===== config.mk =====
export PLATFORM = sky130hd
export DESIGN_NAME = narrow_ram_bridge
export DESIGN_NICKNAME = d
export VERILOG_FILES = /design/src/source/wide_port_pkg.sv /design/src/source/beat_serializer.sv /design/src/source/narrow_ram_bridge.sv /design/src/source/port_bridge.sv /design/src/source/read_assembler.sv
export SDC_FILE = /design/constraint.sdc
export NUM_CORES = 1
export LEC_CHECK = 0
export ABC_AREA = 0
export BUFFER_PORTS_ARGS = -buffer_cell sky130_fd_sc_hd__buf_2
export CORE_AREA = 2 2 669 671
export CTS_CLUSTER_DIAMETER = 200
export DETAILED_ROUTE_END_ITERATION = 10
export DIE_AREA = 0 0 671 673
export SYNTH_ARGS = -nofsm -noshare
export SYNTH_HDL_FRONTEND = slang
export SYNTH_SLANG_ARGS = --single-unit

===== constraint.sdc =====
create_clock -name f_clk -period 1.3 [get_ports f_clk]
set_input_delay 0.26 -clock f_clk [delete_from_list [all_inputs] [get_ports f_clk]]
set_output_delay 0.26 -clock f_clk [all_outputs]
set_load 0.01 [all_outputs]

===== src/source/wide_port_pkg.sv =====
package wide_port_pkg;

  localparam int NUM_PORTS    = 4;
  localparam int NUM_LANES    = 2;
  localparam int ADDR_W       = 12;
  localparam int DATA_W       = 64;
  localparam int READ_LATENCY = 7; // narrow read beat to data on ram_q.

  typedef logic [ADDR_W-1:0]           addr_t;
  typedef logic [DATA_W-1:0]           data_t;
  typedef logic [NUM_LANES*ADDR_W-1:0] wide_addr_t; // lane 0 in the low bits.
  typedef logic [NUM_LANES*DATA_W-1:0] wide_data_t;
  typedef logic [NUM_LANES-1:0]        lane_en_t;

  // lane currently on the narrow port
  typedef enum logic {
    beat_lo = 1'b0,
    beat_hi = 1'b1
  } beat_e;

  // shared by the request side and the delayed read side, so both
  // trackers stay in step with each other.
  function automatic beat_e next_beat(beat_e beat, logic req);
    beat_e nxt;
    if (beat == beat_hi) begin
      nxt = beat_lo; // a request is never longer than two beats.
    end else if (req) begin
      nxt = beat_hi;
    end else begin
      nxt = beat_lo;
    end
    return nxt;
  endfunction

endpackage


===== src/source/beat_serializer.sv =====
`timescale 1ns/1ps

module beat_serializer (
  input  logic                      f_clk,
  input  logic                      arst_n,
  input  wide_port_pkg::wide_addr_t wide_addr,
  input  wide_port_pkg::wide_data_t wide_d,
  input  wide_port_pkg::lane_en_t   wide_ce,
  input  logic                      wide_we,
  output wide_port_pkg::addr_t      ram_addr,
  output wide_port_pkg::data_t      ram_d,
  output logic                      ram_ce,
  output logic                      ram_we
);
  import wide_port_pkg::*;

  beat_e beat;
  logic  lane;
  logic  req;

  assign req = |wide_ce;

  always_ff @(posedge f_clk or negedge arst_n) begin
    if (!arst_n) begin
      beat <= beat_lo;
    end else begin
      beat <= next_beat(beat, req);
    end
  end

  assign lane = (beat == beat_hi); // lane index follows the beat.

  // zero latency from the wide inputs to the narrow port
  always_comb begin
    ram_addr = wide_addr[ADDR_W*lane +: ADDR_W];
    ram_d    = wide_d[DATA_W*lane +: DATA_W];
    ram_ce   = wide_ce[lane]; // low whenever the wide side idles.
    ram_we   = wide_we;
  end

  a_beat_hi_single : assert property (
    @(posedge f_clk) disable iff (!arst_n)
      (beat == beat_hi) |=> (beat == beat_lo)
  ) else $error("beat_serializer: beat_hi held for two cycles.");

endmodule


===== src/source/narrow_ram_bridge.sv =====
`timescale 1ns/1ps

module narrow_ram_bridge (
  input  logic                      f_clk,
  input  logic                      arst_n,

  // wide requester side
  input  wide_port_pkg::wide_addr_t wide_addr [wide_port_pkg::NUM_PORTS],
  input  wide_port_pkg::wide_data_t wide_d    [wide_port_pkg::NUM_PORTS],
  input  wide_port_pkg::lane_en_t   wide_ce   [wide_port_pkg::NUM_PORTS],
  input  logic                      wide_we   [wide_port_pkg::NUM_PORTS],
  output wide_port_pkg::wide_data_t wide_q    [wide_port_pkg::NUM_PORTS],

  // narrow RAM side
  output wide_port_pkg::addr_t      ram_addr  [wide_port_pkg::NUM_PORTS],
  output wide_port_pkg::data_t      ram_d     [wide_port_pkg::NUM_PORTS],
  output logic                      ram_ce    [wide_port_pkg::NUM_PORTS],
  output logic                      ram_we    [wide_port_pkg::NUM_PORTS],
  input  wide_port_pkg::data_t      ram_q     [wide_port_pkg::NUM_PORTS]
);
  import wide_port_pkg::*;

  // ports are fully independent of each other.
  generate
    for (genvar p = 0; p < NUM_PORTS; p++) begin : g_port
      port_bridge port_bridge_i (
        .f_clk    (f_clk),
        .arst_n   (arst_n),
        .wide_addr(wide_addr[p]),
        .wide_d   (wide_d[p]),
        .wide_ce  (wide_ce[p]),
        .wide_we  (wide_we[p]),
        .wide_q   (wide_q[p]),
        .ram_addr (ram_addr[p]),
        .ram_d    (ram_d[p]),
        .ram_ce   (ram_ce[p]),
        .ram_we   (ram_we[p]),
        .ram_q    (ram_q[p])
      );
    end
  endgenerate

endmodule


===== src/source/port_bridge.sv =====
`timescale 1ns/1ps

module port_bridge (
  input  logic                      f_clk,
  input  logic                      arst_n,
  input  wide_port_pkg::wide_addr_t wide_addr,
  input  wide_port_pkg::wide_data_t wide_d,
  input  wide_port_pkg::lane_en_t   wide_ce,
  input  logic                      wide_we,
  output wide_port_pkg::wide_data_t wide_q,
  output wide_port_pkg::addr_t      ram_addr,
  output wide_port_pkg::data_t      ram_d,
  output logic                      ram_ce,
  output logic                      ram_we,
  input  wide_port_pkg::data_t      ram_q
);
  import wide_port_pkg::*;

  // outgoing side sends one lane per beat
  beat_serializer beat_serializer_i (
    .f_clk    (f_clk),
    .arst_n   (arst_n),
    .wide_addr(wide_addr),
    .wide_d   (wide_d),
    .wide_ce  (wide_ce),
    .wide_we  (wide_we),
    .ram_addr (ram_addr),
    .ram_d    (ram_d),
    .ram_ce   (ram_ce),
    .ram_we   (ram_we)
  );

  // returning side pairs two narrow words.
  read_assembler read_assembler_i (
    .f_clk (f_clk),
    .arst_n(arst_n),
    .wide_ce(wide_ce),
    .ram_q (ram_q),
    .wide_q(wide_q)
  );

  // a request seen on its first beat must still be there on the second.
  a_request_held : assert property (
    @(posedge f_clk) disable iff (!arst_n)
      (|wide_ce && beat_serializer_i.beat == beat_lo) |=>
        $stable(wide_addr) && $stable(wide_d) && $stable(wide_ce) && $stable(wide_we)
  ) else $error("port_bridge: wide request changed before its second beat.");

endmodule


===== src/source/read_assembler.sv =====
`timescale 1ns/1ps

module read_assembler (
  input  logic                      f_clk,
  input  logic                      arst_n,
  input  wide_port_pkg::lane_en_t   wide_ce,
  input  wide_port_pkg::data_t      ram_q,
  output wide_port_pkg::wide_data_t wide_q
);
  import wide_port_pkg::*;

  lane_en_t ce_pipe [READ_LATENCY];
  lane_en_t ce_dly;
  beat_e    beat;
  data_t    q_hold;
  logic     load;

  // enables travel alongside the RAM read pipeline.
  always_ff @(posedge f_clk or negedge arst_n) begin
    if (!arst_n) begin
      for (int i = 0; i < READ_LATENCY; i++) begin
        ce_pipe[i] <= '0;
      end
    end else begin
      ce_pipe[0] <= wide_ce;
      for (int i = 1; i < READ_LATENCY; i++) begin
        ce_pipe[i] <= ce_pipe[i-1];
      end
    end
  end

  assign ce_dly = ce_pipe[READ_LATENCY-1]; // lines up with data on ram_q.

  always_ff @(posedge f_clk or negedge arst_n) begin
    if (!arst_n) begin
      beat <= beat_lo;
    end else begin
      beat <= next_beat(beat, |ce_dly);
    end
  end

  assign load = (beat == beat_hi);

  // holds the lane 0 word for one cycle until its partner arrives.
  always_ff @(posedge f_clk) begin
    q_hold <= ram_q;
  end

  always_ff @(posedge f_clk or negedge arst_n) begin
    if (!arst_n) begin
      wide_q <= '0;
    end else if (load) begin
      wide_q <= {ram_q, q_hold}; // low lane in the low half.
    end
  end

  // with back-to-back requests the delayed enable stays high, but the
  // tracker still has to pass through beat_lo between two loads.
  a_load_spacing : assert property (
    @(posedge f_clk) disable iff (!arst_n)
      (|ce_dly) [*3] |-> (beat == beat_lo) || $past(beat == beat_lo)
  ) else $error("read_assembler: no beat_lo within three delayed enables.");

endmodule


==> metrics <==
number of buffers inserted during clock tree synthesis 98; worst path required time 1.04 ns; area of the mapped netlist 30100 µm²; sequential share of the synthesized area between 60% and 70%; layout cells sized above 1 71.4%; main area contributors after synthesis dfrtp_1 (48%), mux2_2 (28%), dfxtp_1 (17%); worst min path class in2async; actual slew at the worst max-slew pin 0.593 ns; vias in the first global route 26422; Die ar. 452000 µm²; DR iter-0 viols about 1800; skew final 0.0803 ns; DRC violation count after routing 0; unrepaired setup endpoints after global routing true; final setup violation count 1111; Worst VDD drop roughly 1.1 mV; Max Fclk 0.406 GHz; Layout fillers 50338; gr ovfl total 0; setup_tns -510.61 ns; clock tree root driver cell clkbuf_16; placer congestion estimate between 1 and 1.5; Syn Inst Count 1760; Core Box Area 444000 µm²; CP Max Fanout 15; Yosys warning total 0; Netlist cell types 8; Mean Syn Cell Area ~17 µm²; worst path cell trace buf_6 -> buf_16 -> mux2_4 -> buf_6; total vias in the final route 27284; die height 673 µm; CP Class reg2out; nets 4777; PortBufs 1693; Final WS setup -1.17 ns; failing checks setup timing; final worst path period need 2.47 ns; outcome complete, but fails checks; Tot Pwr 83900 µW; Layout area overhead 88.1%; largest stage delay on the critical path 0.53 ns; Pre-antenna DRT Iters 6; fraction of registers with async set/reset 69.2%; WL per Instance 34.7 µm; most common cell in the synthesized netlist mux2_2; EDFF count, synth 0; Vias/cell 2.69; crit end category output port; Max Cap Viol 0; CTS Sinks 832; Critical-path top delay cell dfrtp_4; leak pwr 0.0241 µW; htree depth 3; startpoint types flop; maximum clock path buffer count 4; DP HPWL 323000 µm; max-slew violation count 0; WP data arrival 2.21 ns; first-pass GRT wire length 409000 µm; register bit count reported by yosys 832; Boundary Pins 1702; most frequent cells after synthesis mux2_2 (744), dfrtp_1 (576), dfxtp_1 (256); Reg-to-Reg Start g_port[0].port_bridge_i.read_assembler_i.beat$_DFF_PN0_; most used cell, CP buf_6; leading area contributor after synthesis dfrtp_1; Clock transition at path regs ~0.06 ns; PwrDens ~1500 nW/µm²; CTS tree built; Starting Density 6.77%; Synth Flop Type dfrtp_1; CP delay by family, top flip-flops; Post-DRT Antenna Nets 0; synthesized net count 2638; slew margin rel. about three fifths; # rows 245; Synth top area share between 40 and 50%; Routed WL between 300000 and 400000 µm; final core occ 12.7%; final worst-path cycle share 190%; largest net degree at the start of global routing 73; final hold violations 0; Critical Path Start g_port[0].port_bridge_i.beat_serializer_i.beat$_DFF_PN0_; Die X-Extent 671 µm; GR Util All Layers between 10% and 20%; initial antenna violation count approximately 330; Clock Latency Late Sink between 0.8 and 0.9 ns; CP Buf/Inv Count 3
[routing by layer]
metal	track usage (%)	vias up	part of all wire, %
met2	26.0	2065	49
met1	15.3	13577	34
met5	0.744	-	0.26
met4	6.92	110	5.5
met3	6.59	757	11
li1	-	10775	-
[worst register-to-register path: stages, from the launching register on]
cell	delay [ns]
dfrtp_4	0.42
buf_12	0.17
buf_12	0.28
mux2_2	0.37
[repair_timing]
item	CTS	global route
buffers inserted	9	7
pin swaps	0	0
hold buffers	281	0
cloned	8	9
gates resized for setup	121	198
endpoints found under the hold margin	1099	0
endpoints found under the setup margin	1169	1446
[cells in the final DEF (no fill, tap or decap), drive strengths merged]
cell type	netlist	layout
bufinv	0	5
buf	100	1850
o21ba	8	8
mux2	820	820
dfxtp	256	256
dfrtp	576	576
diode	0	236
clkinv	0	16
dlygate4sd3	0	281
clkinvlp	0	3
clkbuf	0	154
bufbuf	0	1
inv	0	7
[report_power, final]
group	switching, µW	internal (µW)	leakage [µW]	total, µW
Combinational	14200	11000	0.0137	25100
Sequential	1810	29300	0.00887	31100
Clock	11700	16000	0.00156	27700
Total	27700	56200	0.0241	83900
[state kept, by name, summed over array words and instances, names as in the netlist]
name,count
g_port.port_bridge_i.beat_serializer_i.beat,4
g_port.port_bridge_i.read_assembler_i.ce_pipe,48
g_port.port_bridge_i.read_assembler_i.wide_q,512
g_port.port_bridge_i.read_assembler_i.beat,4
g_port.port_bridge_i.read_assembler_i.ce_dly,8
g_port.port_bridge_i.read_assembler_i.q_hold,256
[cells by family after synthesis]
| group | synth area share [%] |
|---|---|
| flops | 65.0 |
| mux | 31.7 |
| buf+inv | 3.05 |
| compound gates | 0.266 |
[per-stage QoR]
| step | instances | cell area [µm²] | hold WS (ns) | setup WS (ns) |
|---|---|---|---|---|
| after global routing | 10070 | 56400 | 0.0407 | -1.23 |
| final | 10141 | 56500 | 0.0610 | -1.17 |
| after floorplan | 1760 | 30100 | -0.0356 | -0.0150 |
| after global placement | 9417 | 48100 | 0.273 | -0.398 |
| after CTS | 9892 | 54900 | 0.00238 | -1.25 |
| after detailed placement | 9417 | 48100 | 0.275 | -0.397 |
[path summary, 6_finish.rpt]
| path | to | slack [ns] | cells after the start |
|---|---|---|---|
| worst max-delay path | ram_d[225] | -1.17 | 4 |
| worst min-delay path | async pin | 0.06 | 3 |
| worst max register to register | flop | -0.04 | 3 |
| worst min register to register | flop | 0.34 | 0 |
| max in group asynchronous | g_port[3].port_bridge_i.read_assembler_i.beat$_DFF_PN0_ | -0.27 | 5 |
| min in group f_clk | g_port[2].port_bridge_i.read_assembler_i.q_hold[29]$_DFF_P_ | 0.09 | 2 |
[layout make-up]
cell class	count	area (µm²)	share of cell area, %
well taps	5928	7420	13.1
diodes	236	591	1.04
clock buffers	147	2800	4.95
flip-flops and latches	832	19600	34.6
clock inverters	31	408	0.721
repair buffers	2139	15900	28.0
multi-input cells	828	9900	17.5
Note: power is estimated with default switching activity, not from simulation.
